<file path="config.mk">
export PLATFORM = sky130hd
export DESIGN_NAME = row_fifo
export DESIGN_NICKNAME = d
export VERILOG_FILES = /design/src/logic/row_fifo.sv
export SDC_FILE = /design/constraint.sdc
export NUM_CORES = 1
export LEC_CHECK = 0
export ABC_AREA = 1
export BUFFER_PORTS_ARGS = -buffer_cell sky130_fd_sc_hd__buf_2
export CORE_ASPECT_RATIO = 1.25
export CORE_UTILIZATION = 56
export DETAILED_ROUTE_END_ITERATION = 6
export PLACE_DENSITY = 0.78
export SLEW_MARGIN = 20
export SYNTH_ARGS = -nofsm -noshare
export SYNTH_HDL_FRONTEND = slang
export SYNTH_SLANG_ARGS = --single-unit
export TNS_END_PERCENT = 50
</file>
<file path="constraint.sdc">
create_clock -name clk -period 2.15 [get_ports clk]
set_input_delay 0.645 -clock clk [delete_from_list [all_inputs] [get_ports clk]]
set_output_delay 0.645 -clock clk [all_outputs]
set_load 0.005 [all_outputs]
</file>
<file path="src/logic/row_fifo.sv">
`timescale 1ns/1ps

module row_fifo #(
    parameter type payload_t = logic [7:0],
    parameter int  DEPTH     = 4
) (
    input  logic     clk,
    input  logic     resetn,
    input  logic     clear_i,
    input  payload_t wdata_i,
    input  logic     wvalid_i,
    output logic     wready_o,
    output payload_t rdata_o,
    output logic     rvalid_o,
    input  logic     rready_i
);
    payload_t mem [DEPTH];
    logic [$clog2(DEPTH)-1:0] wr_ptr_q;
    logic [$clog2(DEPTH)-1:0] rd_ptr_q;
    logic [$clog2(DEPTH+1)-1:0] count_q;
    logic push;
    logic pop;

    assign wready_o = (count_q != DEPTH);
    assign rvalid_o = (count_q != 0);
    assign rdata_o  = mem[rd_ptr_q];
    assign push     = wvalid_i & wready_o;
    assign pop      = rvalid_o & rready_i;

    always_ff @(posedge clk or negedge resetn) begin
        if (!resetn) begin
            wr_ptr_q <= '0;
            rd_ptr_q <= '0;
            count_q  <= '0;
        end else if (clear_i) begin
            wr_ptr_q <= '0;
            rd_ptr_q <= '0;
            count_q  <= '0;
        end else begin
            if (push) begin
                wr_ptr_q <= (wr_ptr_q == DEPTH - 1) ? '0 : wr_ptr_q + 1'b1;
            end
            if (pop) begin
                rd_ptr_q <= (rd_ptr_q == DEPTH - 1) ? '0 : rd_ptr_q + 1'b1;
            end
            if (push && !pop) begin
                count_q <= count_q + 1'b1;
            end else if (pop && !push) begin
                count_q <= count_q - 1'b1;
            end
        end
    end

    always_ff @(posedge clk) begin
        if (push) begin
            mem[wr_ptr_q] <= wdata_i;
        end
    end

endmodule

</file>
# ---- Word level (Yosys, flattened, before mapping)
# Memories as Yosys holds them, arrays and structs flattened.
# Index checks and enable logic that the tools add are counted.
dict set report totals {
  register_bits 7
  ramBits 32
  memories 1
  out_inout_bits 10
  in_bits 13
}
# name depth word_bits rd rd_clocked_by_memory_dff wr line
set mem_list {}
lappend mem_list {mem 4 8 1 0 1 17} ;# payload_t mem [DEPTH];
dict set report op_classes {
  n_reduce_logical 8
  addsub 4
  mux 11
  eq_ne 3
  bitwise 2
}
# op count
set ops {}
lappend ops {{$mux W2} 6}
lappend ops {{$mux W3} 3}
lappend ops {{$reduce_bool A3 Y1} 2}
lappend ops {{$add A2 B1 Y2 const B} 2}
lappend ops {{$eq A2 B2 Y1 const B} 2}
lappend ops {{$reduce_bool A2 Y1} 2}
lappend ops {{$add A3 B1 Y3 const B} 1}
lappend ops {{$ne A3 B3 Y1 const B} 1}
lappend ops {{$sub A3 B1 Y3 const B} 1}
lappend ops {{$and A1 B1 Y1} 2}
lappend ops {{$logic_and A1 B1 Y1} 2}
lappend ops {{$logic_not A1 Y1} 2}
lappend ops {{$mux W1} 2}

# ---- Depth between registers and ports, before layout
dict set report logic_depth {
  word_depth 7
  mapped_depth 12
  ltp_nobuf 12
}

# ---- Worst setup path before layout
# No wires, ideal clock.
dict set report synth_path {
  path_type {input to register}
  startpoint {input wvalid_i}
  endpoint {register count_q[2]}
  path_stages 10
  setup_slack_ps 418
  setup_time_ps 119
  n_path_buf 0
  t_arrival_ps 1613
  path_cell_list {nand2_4 > inv_2 > nand2_4 > inv_1 > fa_1 > xnor2_1 > inv_1 > nand2_1 > nand3_1 > nand2_1}
}
dict set report synth_between {
  elab_chain_cells 4
  elab_cells_between_ends 7
  cone_classes {2 x mux; 1 x bitwise; 4 x reduce/logical}
}
# item line
set synth_lines {}
lappend synth_lines {{start: declaration} 11} ;# input logic wvalid_i,
lappend synth_lines {{$and A1 B1 Y1 (*)} 27} ;# assign push = wvalid_i & wready_o;
lappend synth_lines {{$logic_and A1 B1 Y1 or $logic_not A1 Y1 (tied branches)} {46, 48}}
lappend synth_lines {{$mux W3 or $logic_and A1 B1 Y1 (tied branches)} {46, 48}}
lappend synth_lines {{$mux W3 or $reduce_bool A3 Y1 (tied branches)} -}
lappend synth_lines {{end signal: assignment} 47} ;# count_q <= count_q + 1'b1;
lappend synth_lines {{end signal: assignment} 49} ;# count_q <= count_q - 1'b1;
lappend synth_lines {{end: declaration} 20} ;# logic [$clog2(DEPTH+1)-1:0] count_q;
# Mark *: on every way between the ends. The rest lies on a longest branch, timed or not.
# A chain may end at the register's enable or synchronous reset.

==> flow_metrics.env <==
export IMPL_io_pins=23
export IMPL_rsz0062_at_grt="true"
export IMPL_required_ns=1.50
export IMPL_drv_slew=0
export IMPL_drtIter0Drc=33
export IMPL_die_w_um=51.2
export IMPL_cts_tree="done"
export IMPL_tightest_slew_ns=0.293
export IMPL_synthArstFlopShare_pct=17.9
export IMPL_arrival_ns=1.44
export IMPL_dp_cells=201
export IMPL_grt_util_met2_pct=37.8
export IMPL_gp_congestion=0.712
export IMPL_finalCriticalPeriod_ns=2.09
export IMPL_pre_cts_ws_ns=0.154
export IMPL_clk_path_buf_depth=2
export IMPL_track_usage_pct=22.1
export IMPL_grt_overflow=0
export IMPL_grt_util_met1_pct=23.9
export IMPL_dpl_hpwl_um=2110
export IMPL_r2r_end="count_q[2]"
export IMPL_clk_pin_slew_worst_paths_ns=0.10
export IMPL_drcViolationCount=0
export IMPL_drt_pass1_iterations=5
export IMPL_grt_busiest_layer="met2"
export IMPL_timing_final_crit_share_pct=97.1
export IMPL_via_per_inst=5.41
export IMPL_core_area_um2=2790
export IMPL_synth_commonest_cells="32 x edfxtp_1, 22 x nor2_1, 18 x o21ai_0"
export IMPL_antenna_found_initial=0
export IMPL_crit_type="register to primary output"
export IMPL_synth_top_area_share_pct=56.8
export IMPL_h_tree_depth=2
export IMPL_relSlewSlack_pct=80.3
export IMPL_worst_ir_drop_vdd_uv=623
export IMPL_endpoint_kind="primary output"
export IMPL_synth_seq_cells=39
export IMPL_ant_nets=0
export IMPL_synth_most_common_cell="edfxtp_1"
export IMPL_max_freq_ghz=0.479
export IMPL_power_density_nw_per_um2=1020
export IMPL_initial_core_util_pct=60.8
export IMPL_hold_buffers=0
export IMPL_yosysUniqueCellTypes=23
export IMPL_startpoint_type="register"
export IMPL_postSynthAreaPerCell_um2=11.9
export IMPL_cts_sinks=39
export IMPL_crit_slowest_cell="dfrtp_2"
export IMPL_layout_cells_non_filler=212
export IMPL_synth_edff_count=32
export IMPL_dieArea_um2=3250
export IMPL_crit_family="flip-flops"
export IMPL_status="finished clean"
export IMPL_setup_viol_count_final=0
export IMPL_seq_area_frac_synth_pct=67.1
export IMPL_finalHoldViolCount=0
export IMPL_p_leak_nw=0.783
export IMPL_yosys_area_top_type="edfxtp_1"
export IMPL_drt_wirelength_per_cell_um=14.6
export IMPL_crit_chain="clkinvlp_4 > o21ai_0 > o22ai_1 > buf_2"
export IMPL_setup_slack_ns=0.0617
export IMPL_drive_gt1_share_pct=27.0
export IMPL_place_port_buffers=22
export IMPL_yosysWarnings=0
export IMPL_syn_nets=161
export IMPL_syn_instance_count=142
export IMPL_cts_root_buf="clkbuf_4"
export IMPL_path_max_fanout=5
export IMPL_rows=21
export IMPL_place_area_um2=1870
export IMPL_grt_max_degree=19
export IMPL_worstReg2RegStart="count_q[1]"
export IMPL_r2r_setup_slack_ns=0.23
export IMPL_cts_buffers=5
export IMPL_grt_pass1_vias=1157
export IMPL_critPathMaxStageDelay_ns=0.48
export IMPL_fin_area_um2=1950
export IMPL_vias=1147
export IMPL_ys_flop_type="edfxtp_1"
export IMPL_min_path_type="input port to async pin"
export IMPL_drt_wl_total_um=3090
export IMPL_die_h_um=63.5
export IMPL_grt_util_met3_pct=6.04
export IMPL_clk_latency_ns=0.34
export IMPL_skew_ns=0.0134
export IMPL_maxCapViolations=0
export IMPL_critPathBufInv=2
export IMPL_syn_cell_area_um2=1690
export IMPL_final_nets=196
export IMPL_grt_pass1_wl_um=5020
export IMPL_antennaDiodeCount=0
export IMPL_r2r_cells=12
export IMPL_synthTopCellsByArea="edfxtp_1 57%, dfrtp_1 10%, o21ai_0 5.3%"
export IMPL_area_growth_pct=15.4
metal layers:
layer / wire length, um / up-vias
li1: - / 567
met1: 1230 / 537
met2: 1670 / 40
met3: 176 / 3
met4: 17 / 0
met5: 0 / -
power breakdown:
part | internal (mW) | switching (mW) | total (mW) | leakage, nW
clock | 0.130 | 0.211 | 0.342 | 0.0265
combinational | 0.269 | 0.396 | 0.665 | 0.373
sequential | 0.919 | 0.0678 | 0.987 | 0.383
kinds of logic after synthesis:
logic type | Yosys count | share of synthesized area [%]
AOI/OAI and AO/OA | 29 | 9.39
DFF | 39 | 67.1
buffers and inverters | 19 | 4.58
xor gates and xnor gates | 1 | 0.517
and+or+nand+nor | 48 | 13.5
adders and majority gates | 6 | 4.88
worst max path at each step:
stage | start | endpoint | slack [ns] | depth (start not counted)
global placement | wvalid_i | count_q[2] | 0.27 | 11
detailed placement | wvalid_i | count_q[2] | 0.15 | 10
floorplan | wvalid_i | count_q[2] | 0.42 | 10
CTS | rd_ptr_q[0] | rdata_o[6] | 0.00005 | 4
global route | rd_ptr_q[0] | rdata_o[6] | -0.04 | 4
finish | rd_ptr_q[0] | rdata_o[6] | 0.06 | 4
what timing repair did:
item,in CTS,in global routing
resized for setup,2,6
buffers inserted,1,0
endpoints found under the setup margin,4,8
cloned,0,2
cell usage in the layout, fill, tap and decap left out, types with 2 or more instances in the layout:
| master | instances |
|---|---|
| edfxtp_1 | 32 |
| nor2_1 | 22 |
| buf_2 | 22 |
| o21ai_0 | 16 |
| nand2_1 | 12 |
| inv_1 | 11 |
| o22ai_1 | 8 |
| dfrtp_1 | 6 |
| buf_4 | 6 |
| ha_1 | 5 |
| clkbuf_4 | 5 |
| o21ai_1 | 4 |
| nand4_1 | 4 |
| inv_2 | 3 |
| nand3_1 | 3 |
| clkbuf_1 | 3 |
| nand2_2 | 2 |
| clkinvlp_4 | 2 |
| nand2_4 | 2 |
area by class of cell:
| class | instances | area (um^2) |
|---|---|---|
| clock buffer | 8 | 48.8 |
| fill | 213 | 831 |
| inverter | 16 | 63.8 |
| multi-input combinational | 84 | 479 |
| sequential | 39 | 1140 |
| tap | 34 | 42.5 |
| timing repair buffer | 29 | 170 |
| timing repair inverter | 2 | 12.5 |
sequential cells by signal (all words and copies together), names as in the netlist:
| signal | count |
|---|---|
| wr_ptr_q | 2 |
| count_q | 3 |
| rd_ptr_q | 2 |
| mem | 32 |
through the flow:
stage / util, % / hold WS [ns] / total power, mW / TNS (ns)
global placement: 67.3 / 0.489 / 1.58 / 0
finish: 70.2 / 0.133 / 1.99 / 0
floorplan: - / 0.349 / 1.40 / 0
global route: 70.2 / 0.107 / 2.14 / -0.0682
detailed placement: 67.3 / 0.492 / 1.62 / 0
CTS: 69.4 / 0.114 / 1.97 / 0
Power figures use the tool's default switching activity.
