[src/logic/conv_pkg.sv]
package conv_pkg;

    // ------------------------------------------------------------
    // Sizes
    // ------------------------------------------------------------
    localparam int PIX_BITS   = 8;
    localparam int IMG_W      = 8;
    localparam int MAX_H      = 31;
    localparam int H_BITS     = 5;
    localparam int WGT_BITS   = 8;
    localparam int N_WGT      = 9;
    localparam int PROD_BITS  = WGT_BITS + PIX_BITS + 1;
    localparam int ACC_BITS   = 20;
    localparam int FIFO_DEPTH = 4;

    localparam int AXI_ADDR_BITS = 8;
    localparam int AXI_DATA_BITS = 32;
    localparam logic [1:0] RESP_OKAY = 2'b00;

    // ------------------------------------------------------------
    // Register map
    // ------------------------------------------------------------
    localparam logic [AXI_ADDR_BITS-1:0] REG_CTRL     = 8'h00;
    localparam logic [AXI_ADDR_BITS-1:0] REG_STATUS   = 8'h04;
    localparam logic [AXI_ADDR_BITS-1:0] REG_HEIGHT   = 8'h08;
    localparam logic [AXI_ADDR_BITS-1:0] REG_ROWS_OUT = 8'h0C;
    localparam logic [AXI_ADDR_BITS-1:0] REG_WGT0     = 8'h10;

    // Pixel 0 sits in the low bits
    typedef struct packed {
        logic [IMG_W-1:0][PIX_BITS-1:0] pix;
    } pix_row_t;

    // Index 0 and IMG_W+1 are the zero pads
    typedef struct packed {
        logic [IMG_W+1:0][PIX_BITS-1:0] pix;
    } pad_row_t;

    typedef struct packed {
        pad_row_t top;
        pad_row_t mid;
        pad_row_t bot;
    } window_t;

    // Row-major, w[0] is top left
    typedef struct packed {
        logic [N_WGT-1:0][WGT_BITS-1:0] w;
    } wgt_set_t;

    typedef struct packed {
        logic [IMG_W-1:0][ACC_BITS-1:0] sum;
    } res_row_t;

    typedef struct packed {
        logic [AXI_ADDR_BITS-1:0] aw_addr;
        logic                     aw_valid;
        logic [AXI_DATA_BITS-1:0] w_data;
        logic [3:0]               w_strb;
        logic                     w_valid;
        logic                     b_ready;
        logic [AXI_ADDR_BITS-1:0] ar_addr;
        logic                     ar_valid;
        logic                     r_ready;
    } axil_req_t;

    typedef struct packed {
        logic                     aw_ready;
        logic                     w_ready;
        logic [1:0]               b_resp;
        logic                     b_valid;
        logic                     ar_ready;
        logic [AXI_DATA_BITS-1:0] r_data;
        logic [1:0]               r_resp;
        logic                     r_valid;
    } axil_rsp_t;

endpackage

[src/logic/conv_ctrl.sv]
`timescale 1ns/1ps

module conv_ctrl (
    input  logic                clk,
    input  logic                resetn,
    input  conv_pkg::axil_req_t axil_req_i,
    output conv_pkg::axil_rsp_t axil_rsp_o,
    output conv_pkg::wgt_set_t  weights_o,
    output logic                row_accept_o,
    input  logic                row_taken_i,
    input  logic                res_done_i,
    output logic                lb_clear_o,
    output logic                lb_flush_o
);
    logic aw_ready_q;
    logic w_ready_q;
    logic aw_held_q;
    logic w_held_q;
    logic b_valid_q;
    logic ar_ready_q;
    logic r_valid_q;
    logic [conv_pkg::AXI_ADDR_BITS-1:0] aw_addr_q;
    logic [conv_pkg::AXI_DATA_BITS-1:0] w_data_q;
    logic [3:0] w_strb_q;
    logic [conv_pkg::AXI_DATA_BITS-1:0] r_data_q;
    logic [conv_pkg::AXI_DATA_BITS-1:0] rd_data;
    logic [conv_pkg::H_BITS-1:0] height_q;
    logic [conv_pkg::H_BITS-1:0] rows_in_q;
    logic [conv_pkg::H_BITS-1:0] rows_out_q;
    logic busy_q;
    logic done_q;
    logic flush_sent_q;
    logic wr_en;
    logic start;
    conv_pkg::wgt_set_t weights_q;

    assign wr_en        = aw_held_q & w_held_q;
    assign start        = wr_en & (aw_addr_q == conv_pkg::REG_CTRL) & w_strb_q[0]
                          & w_data_q[0] & ~busy_q;
    assign lb_clear_o   = start;
    assign row_accept_o = busy_q & (rows_in_q < height_q);
    assign weights_o    = weights_q;

    assign axil_rsp_o.aw_ready = aw_ready_q;
    assign axil_rsp_o.w_ready  = w_ready_q;
    assign axil_rsp_o.b_resp   = conv_pkg::RESP_OKAY;
    assign axil_rsp_o.b_valid  = b_valid_q;
    assign axil_rsp_o.ar_ready = ar_ready_q;
    assign axil_rsp_o.r_data   = r_data_q;
    assign axil_rsp_o.r_resp   = conv_pkg::RESP_OKAY;
    assign axil_rsp_o.r_valid  = r_valid_q;

    // ------------------------------------------------------------
    // AXI4-Lite handshakes
    // ------------------------------------------------------------
    always_ff @(posedge clk or negedge resetn) begin
        if (!resetn) begin
            aw_ready_q <= 1'b0;
            w_ready_q  <= 1'b0;
            aw_held_q  <= 1'b0;
            w_held_q   <= 1'b0;
            b_valid_q  <= 1'b0;
            ar_ready_q <= 1'b0;
            r_valid_q  <= 1'b0;
        end else begin
            aw_ready_q <= axil_req_i.aw_valid & ~aw_ready_q & ~aw_held_q & ~b_valid_q;
            w_ready_q  <= axil_req_i.w_valid & ~w_ready_q & ~w_held_q & ~b_valid_q;
            if (axil_req_i.aw_valid && aw_ready_q) begin
                aw_held_q <= 1'b1;
            end
            if (axil_req_i.w_valid && w_ready_q) begin
                w_held_q <= 1'b1;
            end
            // Both halves present, commit and respond
            if (wr_en) begin
                aw_held_q <= 1'b0;
                w_held_q  <= 1'b0;
                b_valid_q <= 1'b1;
            end else if (b_valid_q && axil_req_i.b_ready) begin
                b_valid_q <= 1'b0;
            end
            ar_ready_q <= axil_req_i.ar_valid & ~ar_ready_q & ~r_valid_q;
            if (axil_req_i.ar_valid && ar_ready_q) begin
                r_valid_q <= 1'b1;
            end else if (r_valid_q && axil_req_i.r_ready) begin
                r_valid_q <= 1'b0;
            end
        end
    end

    always_ff @(posedge clk) begin
        if (axil_req_i.aw_valid && aw_ready_q) begin
            aw_addr_q <= axil_req_i.aw_addr;
        end
        if (axil_req_i.w_valid && w_ready_q) begin
            w_data_q <= axil_req_i.w_data;
            w_strb_q <= axil_req_i.w_strb;
        end
        if (axil_req_i.ar_valid && ar_ready_q) begin
            r_data_q <= rd_data;
        end
    end

    always_comb begin
        rd_data = '0;
        case (axil_req_i.ar_addr)
            conv_pkg::REG_STATUS:   rd_data = {30'b0, done_q, busy_q};
            conv_pkg::REG_HEIGHT:   rd_data = 32'(height_q);
            conv_pkg::REG_ROWS_OUT: rd_data = 32'(rows_out_q);
            default:                rd_data = '0;
        endcase
        for (int i = 0; i < conv_pkg::N_WGT; i++) begin
            if (axil_req_i.ar_addr == conv_pkg::REG_WGT0 + 8'(4 * i)) begin
                rd_data = {{24{weights_q.w[i][7]}}, weights_q.w[i]};
            end
        end
    end

    // ------------------------------------------------------------
    // Registers and image sequencing
    // ------------------------------------------------------------
    always_ff @(posedge clk or negedge resetn) begin
        if (!resetn) begin
            height_q     <= conv_pkg::H_BITS'(2);
            weights_q    <= '0;
            busy_q       <= 1'b0;
            done_q       <= 1'b0;
            rows_in_q    <= '0;
            rows_out_q   <= '0;
            flush_sent_q <= 1'b0;
            lb_flush_o   <= 1'b0;
        end else begin
            lb_flush_o <= 1'b0;
            if (wr_en && aw_addr_q == conv_pkg::REG_HEIGHT && w_strb_q[0] && !busy_q
                && w_data_q >= 2 && w_data_q <= conv_pkg::MAX_H) begin
                height_q <= w_data_q[conv_pkg::H_BITS-1:0];
            end
            for (int i = 0; i < conv_pkg::N_WGT; i++) begin
                if (wr_en && w_strb_q[0] && aw_addr_q == conv_pkg::REG_WGT0 + 8'(4 * i)) begin
                    weights_q.w[i] <= w_data_q[conv_pkg::WGT_BITS-1:0];
                end
            end
            if (start) begin
                busy_q       <= 1'b1;
                done_q       <= 1'b0;
                rows_in_q    <= '0;
                rows_out_q   <= '0;
                flush_sent_q <= 1'b0;
            end else if (busy_q) begin
                if (row_taken_i) begin
                    rows_in_q <= rows_in_q + 1'b1;
                end
                // One flush once every row has entered
                if (!flush_sent_q && rows_in_q == height_q) begin
                    flush_sent_q <= 1'b1;
                    lb_flush_o   <= 1'b1;
                end
                if (res_done_i) begin
                    rows_out_q <= rows_out_q + 1'b1;
                    if (rows_out_q == height_q - 1'b1) begin
                        busy_q <= 1'b0;
                        done_q <= 1'b1;
                    end
                end
            end
        end
    end

endmodule

[config.mk]
export PLATFORM = sky130hd
export DESIGN_NAME = conv_ctrl
export DESIGN_NICKNAME = d
export VERILOG_FILES = /design/src/logic/conv_pkg.sv /design/src/logic/conv_ctrl.sv
export SDC_FILE = /design/constraint.sdc
export NUM_CORES = 1
export LEC_CHECK = 0
export BUFFER_PORTS_ARGS = -buffer_cell sky130_fd_sc_hd__buf_2
export CAP_MARGIN = 30
export CORE_MARGIN = 2
export CORE_UTILIZATION = 53
export DETAILED_ROUTE_END_ITERATION = 8
export HOLD_SLACK_MARGIN = 0.05
export PLACE_DENSITY_LB_ADDON = 0.12
export SLEW_MARGIN = 20
export SYNTH_ARGS = -nofsm -noshare
export SYNTH_HDL_FRONTEND = slang
export SYNTH_SLANG_ARGS = --single-unit
export TNS_END_PERCENT = 20
[constraint.sdc]
create_clock -name clk -period 2 [get_ports clk]
set_input_delay 0.4 -clock clk [delete_from_list [all_inputs] [get_ports clk]]
set_output_delay 0.4 -clock clk [all_outputs]
set_load 0.02 [all_outputs]
## Word level (Yosys, flattened, before mapping)

Cells that the tools add are included.

| word-level totals | value |
|---|---|
| flip-flop bits (word level) | 171 |
| input bits | 61 |
| output and inout bits | 116 |
| logic and storage cells | 154 |

| operators by class | value |
|---|---|
| add/subtract/negate cells | 3 |
| $lt $le $gt $ge | 3 |
| equal/unequal tests | 24 |
| muxes and demuxes | 38 |
| bitwise gates (word level) | 22 |
| reduce and logical (&&, ||, !) cells | 37 |

Operator list:

| operator | count |
|---|---|
| $mux 32 | 9 |
| $eq 8x6->1 const B | 10 |
| $eq 8x5->1 const B | 8 |
| $ge 32x2->1 const B | 1 |
| $le 32x5->1 const B | 1 |
| $mux 5 | 6 |
| $eq 8x4->1 const B | 3 |
| $mux 1 | 22 |
| $logic_and 1x1->1 | 21 |
| $reduce_bool 2->1 | 9 |
| $pmux 5 s3 | 1 |
| $and 1x1->1 | 14 |
| $add 5x1->5 const B | 2 |
| $eq 5x5->1 | 2 |
| $eq 8x3->1 const B | 1 |
| $logic_not 8->1 | 1 |
| $not 1->1 | 8 |
| $reduce_and 2->1 | 3 |
| $lt 5x5->1 | 1 |
| $sub 5x1->5 const B | 1 |
| $reduce_and 3->1 | 1 |
| $logic_not 1->1 | 2 |

## Longest topological paths before layout

| depth | value |
|---|---|
| word-level depth | 11 |
| depth in mapped cells | 7 |
| depth with buffers taken out | 6 |

## Least setup slack after synthesis

Ideal clock, no wire load.

| timing path | value |
|---|---|
| kind | in2reg |
| start | input axil_req_i[3] (netlist bit) |
| end | register r_data_q[1] (netlist bit) (data pin) |
| setup time | 0.148 ns |
| arrival | 1.807 ns |
| required time | 1.852 ns |
| setup slack | 0.045 ns |
| stages | 5 |
| path buffers | 1 |
| cells stage by stage | or4_1 -> buf_2 -> or4_1 -> a21oi_1 -> a2bb2oi_1 |

| on the way | value |
|---|---|
| cells in the longest elaborated chain, start to end | 11 |
| elaborated cells on any way between the ends | 22 |
| those cells by class | eq/ne: 12; mux: 10 |

RTL lines:

| what | line | source |
|---|---|---|
| start: declaration | conv_ctrl.sv:6 | `input conv_pkg::axil_req_t axil_req_i,` |
| $eq 8x4->1 or $eq 8x3->1 (tied branches) | conv_ctrl.sv:106 | `case (axil_req_i.ar_addr)` |
| $pmux 5 s3 | conv_ctrl.sv:106 |  |
| $mux 32 (8 in a row) | conv_ctrl.sv:113 | `if (axil_req_i.ar_addr == conv_pkg::REG_WGT0 + 8'(4 * i)) begin` |
| $mux 32 (*) | conv_ctrl.sv:113 |  |
| via rd_data (one bit) | conv_ctrl.sv:26 | `logic [conv_pkg::AXI_DATA_BITS-1:0] rd_data;` |
| end signal: assignment | conv_ctrl.sv:100 | `r_data_q <= rd_data;` |
| end: declaration | conv_ctrl.sv:25 | `logic [conv_pkg::AXI_DATA_BITS-1:0] r_data_q;` |

Mark *: on every way through the listed nets, which the timed path passes. The rest lies on a longest branch.
A chain may end at the register's enable or synchronous reset.

## Worst setup path in the final report

| timing path | value |
|---|---|
| start | register height_q[1] (netlist bit) |
| end | output row_accept_o |

| on the way | value |
|---|---|
| cells in the longest elaborated chain, start to end | 2 |

RTL lines:

| what | line | source |
|---|---|---|
| start: declaration | conv_ctrl.sv:27 | `logic [conv_pkg::H_BITS-1:0] height_q;` |
| start signal: assignment | conv_ctrl.sv:124 | `height_q <= conv_pkg::H_BITS'(2);` |
| start signal: assignment | conv_ctrl.sv:136 | `height_q <= w_data_q[conv_pkg::H_BITS-1:0];` |
| $lt 5x5->1 | conv_ctrl.sv:41 | `assign row_accept_o = busy_q & (rows_in_q < height_q);` |
| $and 1x1->1 | conv_ctrl.sv:41 |  |
| end: declaration | conv_ctrl.sv:9 | `output logic row_accept_o,` |

No other way between the ends.

==> out/results.tsv <==
stage	metric	value	unit
global_routing	track_usage	0.254	
critical_path	critPathSlowestCell	dfstp_2	
finish	final_cell_mix	166 x buf_2, 97 x dfrtp_1, 86 x mux2_2	
worst_hold_path	hp-start	axil_req_i[19]	
sta	skew	10.4	ps
synthesis	netlist_area	6820	um^2
synthesis	synth_top_area_share	0.356	
global_routing	grt_pass1_wl	26.9	mm
synthesis	synth_warnings	0	
cts	clkTransAtPathRegs	60	ps
critical_path	worstPathArrival	1780	ps
die	placementRows	41	
critical_path	path_cells	inv_2 -> ha_4 -> a21oi_2 -> nor2b_1 -> o21ai_1 -> o2111a_1 -> buf_6	
worst_hold_path	min_path_type	in2reg	
sta	finalSetupTns	-260	ps
sta	hold_slack	152	ps
finish	layout.nets	794	
finish	final_common_cell	buf_2	
place	placed_cells	874	
global_routing	antenna_found_initial	0	
worst_hold_path	hold_depth	1	
cts	cts_buffer_depth	2	
power	ir_worst_vdd	0.607	mV
critical_path	critPathLaunchType	register	
finish	diodes	0	
critical_path	rrSetupSlack	110	ps
die	die_w	117	um
sta	max_freq	0.459	GHz
routing	wire_per_inst	18.5	um
sta	setup_ws	-180	ps
finish	fin_util	0.689	
critical_path	critical_path.startpoint	height_q[1]	
sta	hold_violations	0	
finish	final_cells	910	
synthesis	yosysTopAreaCell	dfrtp_1	
critical_path	worstSetupPathType	reg2out	
critical_path	timing.rr.start	aw_addr_q[0]	
die	die_area	13800	um^2
cts	cts_made_buffers	17	
critical_path	cp_data_required_time	1600	ps
finish	area_delta_synth_final	26.9	%
power	finalPower	8.34	mW
sta	report.final.slew_viol_count	0	
power	p_leak	4.22	nW
die	die_y	117	um
synthesis	synth_edf_count	49	
die	start_util	0.543	
die	coreArea	12600	um^2
sta	fin_crit_sh	1.09	
finish	fillers	923	
synthesis	yosysUniqueCellTypes	53	
routing	ant_nets	0	
finish	fin_area	8650	um^2
cts	cts_root_buf	clkbuf_16	
synthesis	avgSynthCellArea	12.6	um^2
synthesis	synth_ff_type	dfrtp_1	
routing	drt_iter0_drc	247	
outcome	violations	setup timing	
place	hpwlAfterDp	12.6	mm
job	cap_violations	0	
critical_path	cpPeakStageDelay	530	ps
global_routing	grt-ovfl-total	0	
critical_path	r2r_cells	5	
routing	via_per_inst	5.51	
place	place_area	7950	um^2
sta	post-route-min-period	2180	ps
synthesis	ys_ff_latch	147	
routing	wl	16.8	mm
sta	setup_viol	2	
place	gp_congestion	0.897	
critical_path	crit_fanout	2	
finish	drive_gt1_frac	0.474	
routing	num_vias	5018	
critical_path	r2r-end	weights_o[31]	
finish	regArea	3930	um^2
sta	relSlewSlack	0.654	
synthesis	yosys-top-cells-area	dfrtp_1 36%, edfxtp_1 22%, mux2_2 14%, buf_4 3.6%, nor2_1 1.9%	
cts	clock_latency	420	ps
finish	multi_input_area	2540	um^2
power	power.density	964	nW/um^2
synthesis	syn_inst	540	
place	io_buffers	169	
synthesis	yosysSeqAreaShare	0.575	
cts	cts.sinks	147	
cts	cts_tree	yes	
sta	worstMarginPinSlew	519	ps
outcome	outcome	complete, but fails checks	
place	place_ws	-143	ps
worst_hold_path	min_delay_worst_endpoint	w_data_q[3]	
global_routing	grt_pass1_vias	5105	
sta	rsz0062_at_grt	yes	
synthesis	synthArstFlopShare	0.667	
critical_path	cp-end-kind	primary output	
die	ios	177	
cts	cts_max_level	4	
global_routing	grt_max_degree	35	
routing	drt_drc_violations_left	0	
routing	dr.pass1.iters	4	
==> power breakdown <==
| part | total, mW | switching (mW) | internal (mW) |
|---|---|---|---|
| Sequential | 3.75 | 0.292 | 3.46 |
| Combinational | 1.35 | 0.751 | 0.594 |
| Clock | 3.24 | 1.17 | 2.07 |
==> cells by family (layout without fill, tap and decap cells) <==
family,Yosys count,after routing,synth area share
AO/OA/AOI/OAI,80,80,0.0837
XOR/XNOR,12,12,0.0154
adder cells (fa/ha/maj),8,8,0.0147
buffers and inverters,77,272,0.0620
flip-flops,147,147,0.575
multiplexers,95,95,0.155
other,1,4,0.000550
AND/OR/NAND/NOR,120,120,0.0930
==> metal layers <==
layer / track usage / part of all wire / routed length (um)
met1: 0.322 / 0.42 / 7110
met2: 0.414 / 0.48 / 8090
met3: 0.0744 / 0.075 / 1260
met4: 0.0964 / 0.023 / 384
met5: 0 / 0 / 0
==> synth_stat cells (9+ instances only) <==
library cell / n
a21oi_1: 16
buf_4: 33
clkbuf_1: 14
dfrtp_1: 97
edfxtp_1: 49
inv_1: 17
mux2_2: 86
mux2i_1: 9
nand2_1: 24
nor2_1: 34
nor4_1: 9
o22ai_1: 10
xor2_1: 9
==> state kept, by name, summed over array words and instances, names as in the netlist, 5 cells and up <==
register and flops:
height_q 5, aw_addr_q 8, w_data_q 32, rows_in_q 5, r_data_q 8, weights_o 72, rows_out_q 5
==> critical path, delay by kind of cell (launching register included) <==
family                     cells  cell delay, ps
DFF                            1             530
AOI/OAI and AO/OA              3             440
buffers and inverters          2             180
adders and majority gates      1             160
and+or+nand+nor                1              60
==> area by class of cell <==
class                   count  share of cell area
repair buffers            223               0.151
multi-input cells         319               0.293
clock buffers              23              0.0554
flip-flops and latches    147               0.454
clock inverters             9              0.0147
well taps                 172              0.0249
inverters                  17             0.00737
==> how the worst max path moves through the flow <==
stage,to,cells after the start
CTS,row_accept_o,7
finish,row_accept_o,7
global placement,r_data_q[6],6
floorplan,r_data_q[1],5
detailed placement,r_data_q[6],6
global route,row_accept_o,7
==> what timing repair did <==
item / CTS / global route
resized for setup: 15 / 0
pin swaps: 7 / 2
setup buffers: 3 / 0
hold buffers: 1 / 0
endpoints found under the hold margin: 29 / 0
setup endpoints to repair: 2 / 2
No activity file was read; power rests on OpenSTA's default activity.
