<file path="src/logic/conv_pkg.sv">
package conv_pkg;

    // ------------------------------------------------------------
    // Sizes
    // ------------------------------------------------------------
    localparam int PIX_BITS   = 8;
    localparam int IMG_W      = 8;
    localparam int MAX_H      = 31;
    localparam int H_BITS     = 5;
    localparam int WGT_BITS   = 8;
    localparam int N_WGT      = 9;
    localparam int PROD_BITS  = WGT_BITS + PIX_BITS + 1;
    localparam int ACC_BITS   = 20;
    localparam int FIFO_DEPTH = 4;

    localparam int AXI_ADDR_BITS = 8;
    localparam int AXI_DATA_BITS = 32;
    localparam logic [1:0] RESP_OKAY = 2'b00;

    // ------------------------------------------------------------
    // Register map
    // ------------------------------------------------------------
    localparam logic [AXI_ADDR_BITS-1:0] REG_CTRL     = 8'h00;
    localparam logic [AXI_ADDR_BITS-1:0] REG_STATUS   = 8'h04;
    localparam logic [AXI_ADDR_BITS-1:0] REG_HEIGHT   = 8'h08;
    localparam logic [AXI_ADDR_BITS-1:0] REG_ROWS_OUT = 8'h0C;
    localparam logic [AXI_ADDR_BITS-1:0] REG_WGT0     = 8'h10;

    // Pixel 0 sits in the low bits
    typedef struct packed {
        logic [IMG_W-1:0][PIX_BITS-1:0] pix;
    } pix_row_t;

    // Index 0 and IMG_W+1 are the zero pads
    typedef struct packed {
        logic [IMG_W+1:0][PIX_BITS-1:0] pix;
    } pad_row_t;

    typedef struct packed {
        pad_row_t top;
        pad_row_t mid;
        pad_row_t bot;
    } window_t;

    // Row-major, w[0] is top left
    typedef struct packed {
        logic [N_WGT-1:0][WGT_BITS-1:0] w;
    } wgt_set_t;

    typedef struct packed {
        logic [IMG_W-1:0][ACC_BITS-1:0] sum;
    } res_row_t;

    typedef struct packed {
        logic [AXI_ADDR_BITS-1:0] aw_addr;
        logic                     aw_valid;
        logic [AXI_DATA_BITS-1:0] w_data;
        logic [3:0]               w_strb;
        logic                     w_valid;
        logic                     b_ready;
        logic [AXI_ADDR_BITS-1:0] ar_addr;
        logic                     ar_valid;
        logic                     r_ready;
    } axil_req_t;

    typedef struct packed {
        logic                     aw_ready;
        logic                     w_ready;
        logic [1:0]               b_resp;
        logic                     b_valid;
        logic                     ar_ready;
        logic [AXI_DATA_BITS-1:0] r_data;
        logic [1:0]               r_resp;
        logic                     r_valid;
    } axil_rsp_t;

endpackage

</file>
<file path="src/logic/line_3_buffer.sv">
`timescale 1ns/1ps

module line_3_buffer (
    input  logic               clk,
    input  logic               resetn,
    input  logic               clear_i,
    input  logic               flush_i,
    input  conv_pkg::pix_row_t row_i,
    input  logic               row_valid_i,
    output logic               row_ready_o,
    output conv_pkg::window_t  win_o,
    output logic               win_valid_o,
    input  logic               win_ready_i
);
    conv_pkg::pad_row_t rows_q [3];
    logic [1:0] wr_ptr_q;
    logic [1:0] ptr_mid;
    logic [1:0] ptr_new;
    logic primed_q;
    logic flush_pend_q;
    logic win_valid_q;
    logic slot_free;
    logic take;
    logic flush_do;
    logic advance;

    // Write pointer always points at the oldest row
    assign ptr_mid = (wr_ptr_q == 2'd2) ? 2'd0 : wr_ptr_q + 2'd1;
    assign ptr_new = (ptr_mid == 2'd2) ? 2'd0 : ptr_mid + 2'd1;

    assign slot_free   = ~win_valid_q | win_ready_i;
    assign row_ready_o = slot_free;
    assign take        = row_valid_i & slot_free;
    // Flush waits until the last row has drained from the input side
    assign flush_do    = (flush_i | flush_pend_q) & ~row_valid_i & slot_free;
    assign advance     = take | flush_do;

    assign win_o.top   = rows_q[wr_ptr_q];
    assign win_o.mid   = rows_q[ptr_mid];
    assign win_o.bot   = rows_q[ptr_new];
    assign win_valid_o = win_valid_q;

    // ------------------------------------------------------------
    // Control
    // ------------------------------------------------------------
    always_ff @(posedge clk or negedge resetn) begin
        if (!resetn) begin
            wr_ptr_q     <= 2'd0;
            primed_q     <= 1'b0;
            flush_pend_q <= 1'b0;
            win_valid_q  <= 1'b0;
        end else if (clear_i) begin
            wr_ptr_q     <= 2'd0;
            primed_q     <= 1'b0;
            flush_pend_q <= 1'b0;
            win_valid_q  <= 1'b0;
        end else begin
            if (advance) begin
                wr_ptr_q <= ptr_mid;
            end
            if (take) begin
                primed_q <= 1'b1;
            end
            // First row only fills the buffer
            if ((take && primed_q) || flush_do) begin
                win_valid_q <= 1'b1;
            end else if (win_ready_i) begin
                win_valid_q <= 1'b0;
            end
            if (flush_do) begin
                flush_pend_q <= 1'b0;
            end else if (flush_i) begin
                flush_pend_q <= 1'b1;
            end
        end
    end

    // ------------------------------------------------------------
    // Row storage
    // ------------------------------------------------------------
    always_ff @(posedge clk) begin
        if (clear_i) begin
            for (int i = 0; i < 3; i++) begin
                rows_q[i] <= '0;
            end
        end else if (take) begin
            rows_q[wr_ptr_q] <= conv_pkg::pad_row_t'({{conv_pkg::PIX_BITS{1'b0}}, row_i,
                                                      {conv_pkg::PIX_BITS{1'b0}}});
        end else if (flush_do) begin
            // Bottom padding row
            rows_q[wr_ptr_q] <= '0;
        end
    end

endmodule

</file>
<file path="config.mk">
export PLATFORM = sky130hd
export DESIGN_NAME = line_3_buffer
export DESIGN_NICKNAME = d
export VERILOG_FILES = /design/src/logic/conv_pkg.sv /design/src/logic/line_3_buffer.sv
export SDC_FILE = /design/constraint.sdc
export NUM_CORES = 1
export LEC_CHECK = 0
export BUFFER_PORTS_ARGS = -buffer_cell sky130_fd_sc_hd__buf_2
export CAP_MARGIN = 20
export CORE_MARGIN = 10
export CORE_UTILIZATION = 25
export CTS_BUF_LIST = sky130_fd_sc_hd__clkbuf_16
export CTS_CLUSTER_DIAMETER = 150
export DETAILED_ROUTE_END_ITERATION = 12
export PLACE_DENSITY_LB_ADDON = 0.1
export SLEW_MARGIN = 20
export SYNTH_ARGS = -nofsm -noshare
export SYNTH_HDL_FRONTEND = slang
export SYNTH_SLANG_ARGS = --single-unit
</file>
<file path="constraint.sdc">
create_clock -name clk -period 9.3 [get_ports clk]
set_input_delay 0.465 -clock clk [delete_from_list [all_inputs] [get_ports clk]]
set_output_delay 0.465 -clock clk [all_outputs]
set_load 0.01 [all_outputs]
</file>
Yosys cells after proc, flatten, opt, wreduce, memory -nomap -nowiden
Memories as Yosys holds them, arrays and structs flattened.
Index checks and enable logic that the tools add are counted.

storage, ports and cells
  register bits after elaboration = 5
  latch bits = 0
  RAM bits = 192
  memory bits (read-only) = 0
  input port bits = 70
  output and inout bits = 242
  logic and storage cells = 50
  memories = 1

cells by class
  add/sub/neg operators = 2
  multipliers = 0
  div/mod/pow operators = 0
  order comparisons = 0
  equal/unequal tests = 2
  shift operators = 0
  multiplexer cells = 25
  bitwise operators = 9
  reductions and logical operators = 7

memory list
  memory  depth  bits a word  read ports  clocked after memory_dff  write ports  line                 source
  rows_q  3      64           3           0                         3            line_3_buffer.sv:15  conv_pkg::pad_row_t rows_q [3];

operators with widths
  operator                                                       number
  64-bit 2-to-1 mux                                              2
  64-bit OR reduction                                            1
  1-bit 2-to-1 mux                                               18
  2-bit 2-to-1 mux                                               5
  3-bit nonzero test                                             2
  2-bit by 1-bit adder with 2-bit output, second input constant  2
  2-bit equality test, second input constant                     2
  1-bit bitwise OR                                               4
  2-bit nonzero test                                             2
  1-bit bitwise AND                                              3
  1-bit inverter                                                 2
  1-bit logical AND                                              1
  1-bit logical OR                                               1

Logic depth before layout (Yosys ltp)
Gate-level depths: netlist (run 1).

  depth in word-level cells = 10
  mapped depth = 7
  mapped depth without buffers = 4

Worst setup path after synthesis (run 1)
Ideal clock, no wire load.

  path type = flip-flop to flip-flop
  start = reg wr_ptr_q[1]
  end = mem rows_q[3][0] (netlist name), enable pin
  library setup time = 644 ps
  arrival = 7179 ps
  data required time = 8656 ps
  slack = 1477 ps
  stages on the path, launching flop included = 7
  buffers on the path = 4
  cell sequence = dfrtp_1 > buf_6 > buf_8 > buf_12 > buf_4 > nand2_1 > nor4_1

RTL lines
  element                   line                 source
  start: declaration        line_3_buffer.sv:16  logic [1:0] wr_ptr_q;
  start signal: assignment  line_3_buffer.sv:59  wr_ptr_q <= ptr_mid;
  end: declaration          line_3_buffer.sv:15

==> results of run 1 <==
## worst paths after layout
path	startpoint	end	slack (ns)	cells past startpoint
min	row_i[19]	rows_q[2][19]$_SDFFCE_PN0P_	0.20	2
max in group asynchronous	resetn	wr_ptr_q[0]$_DFFE_PN0P_	8.88	2
min in group asynchronous	resetn	primed_q$_DFFE_PN0P_	0.26	2
min reg2reg	primed_q$_DFFE_PN0P_	primed_q$_DFFE_PN0P_	0.52	2
max reg2reg	wr_ptr_q[0]$_DFFE_PN0P_	rows_q[0][30]$_SDFFCE_PN0P_	5.81	4
max	wr_ptr_q[0]$_DFFE_PN0P_	win_o[51]	5.02	5
## area by class of cell
| class | count | area (um^2) | share of cell area |
|---|---|---|---|
| well taps | 756 | 946 | 0.0555 |
| diodes | 2 | 5.00 | 0.000294 |
| inverters | 3 | 11.3 | 0.000661 |
| flip-flops and latches | 261 | 7820 | 0.459 |
| clock inverters | 25 | 133 | 0.00778 |
| multi-input cells | 777 | 5880 | 0.345 |
| clock buffers | 31 | 776 | 0.0455 |
| repair buffers | 281 | 1470 | 0.0861 |
## logic make-up after synthesis
kind of cell	synth area share
flip-flops	0.544
AO/OA/AOI/OAI	0.0482
other	0.000261
multiplexers	0.189
AND/OR/NAND/NOR	0.157
buffers and inverters	0.0616
## report_power, final
part | leakage, nW | internal, mW | total [mW] | switching (mW)
logic | 3.33 | 0.283 | 0.676 | 0.394
clock network | 0.472 | 0.624 | 1.11 | 0.491
registers | 2.68 | 1.39 | 1.47 | 0.0765
total | 6.49 | 2.30 | 3.26 | 0.961
## flip-flops by register name, indices dropped and copies added, names as in the netlist
signal        cells
primed_q          1
win_valid_o       1
wr_ptr_q          2
rows_q          256
flush_pend_q      1
## per-stage QoR
step / std cells / utilization / hold slack [ns] / power (mW) / setup WS, ns
after global routing: 2134 / 0.301 / 0.170 / 3.43 / 4.78
after CTS: 2134 / 0.301 / 0.158 / 3.33 / 4.92
after floorplan: 1173 / - / 0.169 / 1.90 / 1.48
after detailed placement: 2077 / 0.285 / 0.298 / 2.19 / 5.57
final: 2136 / 0.301 / 0.202 / 3.26 / 5.02
after global placement: 2077 / 0.285 / 0.309 / 2.19 / 5.58
## cell usage in the layout, fill, tap and decap left out, types with 2 or more instances in the layout
cell type,instances
o21ai_1,27
and2b_1,11
buf_2,263
edfxtp_1,256
mux4_2,64
nor2b_1,54
dfrtp_1,3
conb_1,48
nand2_1,129
inv_1,10
clkinv_2,3
or4_1,2
and2_1,192
clkinv_1,11
a21oi_1,4
nor4_4,3
buf_4,16
nor2_1,2
o21ai_0,104
clkbuf_16,31
nand2b_4,2
dfrtp_4,2
diode_2,2
mux2i_1,128
## routing by layer
metal  track usage  vias up
li1              -     4432
met1         0.161     4578
met2         0.210      241
met3        0.0328       50
met4        0.0252        6
met5             0        -
==> results.md, run 1 <==
* CP Data Required Time at 8.84 ns
* Area Growth Syn to Fin at 18.6%
* Worst-path cell chain: buf_4 > buf_4 > mux2i_1 > o21ai_0 > buf_2
* Top Metal Used: met5
* CTS Sinks at 261
* Startpoint Class: flip-flop
* Via count at 9307
* Critical path class: reg2out
* Hold-fix buffers, CTS at 1
* Detailed Place HPWL at 27.7 mm
* Routed len/inst at 20.6 um
* Routed Antenna Nets at 0
* M1 wire length at 19.2 mm
* Critical path data arrival time at ~3.8 ns
* Post-CTS setup buffers at 0
* DRC at 0
* Core Area at 56600 um^2
* Share of cells above drive strength 1 at 0.285
* H-tree level count at 1
* Final instance area at 17000 um^2
* Maximum root-to-sink buffer count at 3
* Asr flop ratio synth at 0.0192
* Post-synth EDFFs at 256
* Dpl cell area at 16100 um^2
* Total Routing Usage GR at 0.126
* Number of library cell types mapped by synthesis at 32
* Max Cap Viol at 0
* Slew at the pin closest to its max-slew limit at 1.01 ns
* Final hold violations at 0
* P_leak at 6.49 nW
* CTS Buf Count at 31
* Vias in the first global route at 9522
* Met3 WL at 2.99 mm
* Vias/cell at 4.36
* Clock root buffer: clkbuf_16
* Mapped Area at 14400 um^2
* Overflow after GRT at 0
* Top fanout value on the critical path at 60
* GPL Wtd Cong at 0.713
* Synth Register Bits at 261
* Initial antenna violation count at 5
* DR iter-0 viols at 537
* Post-route clock period utilization at 0.460
* Top-count cell post-synth: edfxtp_1
* Global-route wire length before repair at 64.7 mm
* Fillers at roughly 5800
* Synth top area share at 0.535
* # setup viols final at 0
* TNS Setup at 0 ns
* TritonCTS clock tree: yes
* Final nets at ~1400
* CP Buf/Inv Count at 3
* Max-slew headroom at 0.326
* Clock skew at 0.0153 ns
* Die area at ~67000 um^2
* Tmin final at 4.28 ns
* Clock latency on the worst-skew pair at 0.58 ns
* Starting Density at 0.254
* Main synth FF type: edfxtp_1
* Worst IR Drop VDD at approximately 140 uV
* Mapped Cells at about 1100
* Final wirelength at 44.0 mm
* Most frequent cells after synthesis: edfxtp_1 (256), and2_1 (192), nand2_1 (129)
* First-pass iteration count of the detailed router at 4
* Yosys warnings at 0
* Critical-path top delay cell: dfrtp_4
* CTS resizes at 0
* Largest net degree at the start of global routing at 171
* Most used cell, CP: buf_4
* Die extent in y at 260 um
* IO Count at around 310
* Met2 WL at 21.0 mm
* Top cell family by delay on the critical path: buffers and inverters
* Site Rows at 87
* Largest stage delay on the critical path at ~0.86 ns
* Seq/Total Area, Yosys at 0.544
* Hold Crit Class: in2reg
* Slew Limit Fails at 0
* DIE WIDTH at 260 um
* P per Cell Area at 191 nW/um^2
* Syn Area/Cell at ~13 um^2
* Yosys top cell by area: edfxtp_1
* CP Capture Type: output pin
* Status: complete, no violations
* Clock slew at reported path FFs at 0.06 ns
* Synth top area cells: edfxtp_1 (53%), mux4_2 (10%), mux2i_1 (8.9%), and2_1 (8.4%), o21ai_0 (3.6%)
* RSZ-0062 raised after global routing: no
* Port Buffers at 263
* F_max at 234 MHz
No activity file was read; power rests on OpenSTA's default activity.
==> run 2: changes to the inputs <==
- clock period: 9.3 -> 3.7 ns (I/O delays scaled with it)
==> run 2 against run 1 <==
- register-to-register slack got worse by 4.6 ns
- worst setup slack got worse by 4.3 ns
- core utilization increased by 1.7 points
- largest cell class unchanged
- clock power increased to 3.0 times the previous value
- critical endpoint is now win_o[230]
- clock skew decreased by 0.0071 ns
==> results.md, run 2 (same netlist as run 1, synthesis figures left out) <==
* Top fanout value on the critical path at 148
* Slew Limit Fails at 0
* CTS Buf Count at 35
* Area Growth Syn to Fin at 25.4%
* DR iter-0 viols at around 470
* DRC at 0
* Hold Crit Class: in2reg
* Critical path class: reg2out
* Global-route wire length before repair at between 60 and 70 mm
* DIE WIDTH at about 260 um
* TritonCTS clock tree: yes
* Vias/cell at about 4.4
* F_max at around 330 MHz
* Internal at 6.34 mW
* IO Count at 312
* RSZ-0062 raised after global routing: no
* # setup viols final at 0
* CP Capture Type: output pin
* Status: complete, no violations
* Total Routing Usage GR at 0.129
* Die area at 67500 um^2
* Final hold violations at 0
* Largest stage delay on the critical path at around 0.7 ns
* Slew at the pin closest to its max-slew limit at approximately 1.1 ns
* DP Worst Slack at 1.11 ns
* Clock skew at 0.00822 ns
* GPL Wtd Cong at 0.725
* CP Data Required Time at approximately 3.5 ns
* Final nets at ~1500
* Die extent in y at 260 um
* Number of flip-flops in the largest register at 256
* Share of cells above drive strength 1 at 0.280
* Commonest non-fill, non-tap cells in the layout: buf_2 (263), edfxtp_1 (256), and2_1 (192)
* Critical-path top delay cell: buf_12
* Net switching power at between 2 and 3 mW
* Starting Density at 0.254
* Maximum root-to-sink buffer count at 3
* Commonest non-fill, non-tap cell in the layout: buf_2
* Critical path data arrival time at 2.84 ns
* Core Area at 56600 um^2
* Startpoint Class: flip-flop
* Max-slew headroom at 0.294
* P_leak at 6.90 nW
* Overflow after GRT at 0
* Clock latency on the worst-skew pair at roughly 0.53 ns
* Worst IR Drop VDD at approximately 280 uV
* Top reg by flops: rows_q
* Site Rows at between 80 and 90
* H-tree level count at 2
* Clock power frac at 0.382
* Area taken by multi-input logic gates at 5890 um^2
* Post-route clock period utilization at 0.817
* Vias in the first global route at 9960
* P per Cell Area at a little under 500 nW/um^2
* Storage element area at a little under 8000 um^2
* Worst-path cell chain: buf_12 > mux4_2 > buf_2
* Final wirelength at 44.3 mm
* Hold-fix buffers, CTS at 69
* Max Cap Viol at 0
* Routed len/inst at 20.0 um
* CTS resizes at 0
* CTS Sinks at 261
* Final WS setup at between 0.6 and 0.7 ns
* Port Buffers at 263
* Sw frac at 0.284
* Initial antenna violation count at 3
* First-pass iteration count of the detailed router at 4
* Clock root buffer: clkbuf_16
* Combinational fraction of design power at 0.205
* Post-CTS setup buffers at 0
* Fillers at 5753
* TNS Setup at 0 ns
* Clock slew at reported path FFs at about 0.060 ns
* Routed Antenna Nets at 0
* Top flop regs: rows_q x256, wr_ptr_q x2
* Detailed Place HPWL at 27.8 mm
* Tmin final at 3.02 ns
* Largest net degree at the start of global routing at 176
* Via count at 9624
* Sequential Power Share at 0.413
[run 2: layer usage]
metal  vias up  global-route usage  wire [um]
met5         -                   0         19
met4         4              0.0297        584
met3        39              0.0291       2530
met2       261               0.205      20400
met1      4730               0.175      20800
li1       4590                   -          -
[run 2: cell type report]
cell class / instances / area share
Inverter: 3 / 0.000625
Tap cell: 756 / 0.0525
Clock inverter: 24 / 0.0114
Antenna cell: 4 / 0.000556
Clock buffer: 37 / 0.0514
Timing Repair Buffer: 350 / 0.122
Sequential cell: 261 / 0.434
Multi-Input combinational cell: 777 / 0.327
[run 2: path summary, 6_finish.rpt]
kind	slack [ns]	cells past startpoint	end	startpoint
setup / recovery	0.68	3	win_o[230]	wr_ptr_q[0]$_DFFE_PN0P_
setup reg to reg	1.16	3	rows_q[0][36]$_SDFFCE_PN0P_	wr_ptr_q[0]$_DFFE_PN0P_
hold reg to reg	0.52	2	primed_q$_DFFE_PN0P_	primed_q$_DFFE_PN0P_
min in group asynchronous	0.60	3	win_valid_o$_DFFE_PN0P_	resetn
hold / removal	0.14	4	wr_ptr_q[0]$_DFFE_PN0P_	flush_i
max in group asynchronous	2.85	3	wr_ptr_q[0]$_DFFE_PN0P_	resetn
[run 2: through the flow]
stage           util  instance area (um^2)  instances  power (mW)  hold WS (ns)
6_report       0.318                 18000       2212        8.86         0.144
5_1_grt        0.318                 18000       2208        9.29         0.163
4_1_cts        0.318                 18000       2208        9.04        0.0968
3_5_place_dp   0.286                 16200       2078        5.53        0.0198
3_3_place_gp   0.286                 16200       2078        5.53        0.0215
2_1_floorplan      -                 14600       1173        4.79        -0.111
[run 2: power groups by stage]
stage / logic (mW) / registers (mW) / clock network, mW
finish: 1.81 / 3.66 / 3.38
global route: 2.00 / 3.69 / 3.61
CTS: 1.88 / 3.66 / 3.50
detailed placement: 1.81 / 3.72 / 0
global placement: 1.81 / 3.72 / 0
floorplan: 1.13 / 3.66 / 0
[run 2: worst max-delay path: cells and delay by family, from the launching register on]
kind / cells / cell delay, ns
buf+inv: 2 / 0.87
flops: 1 / 0.70
mux: 1 / 0.60
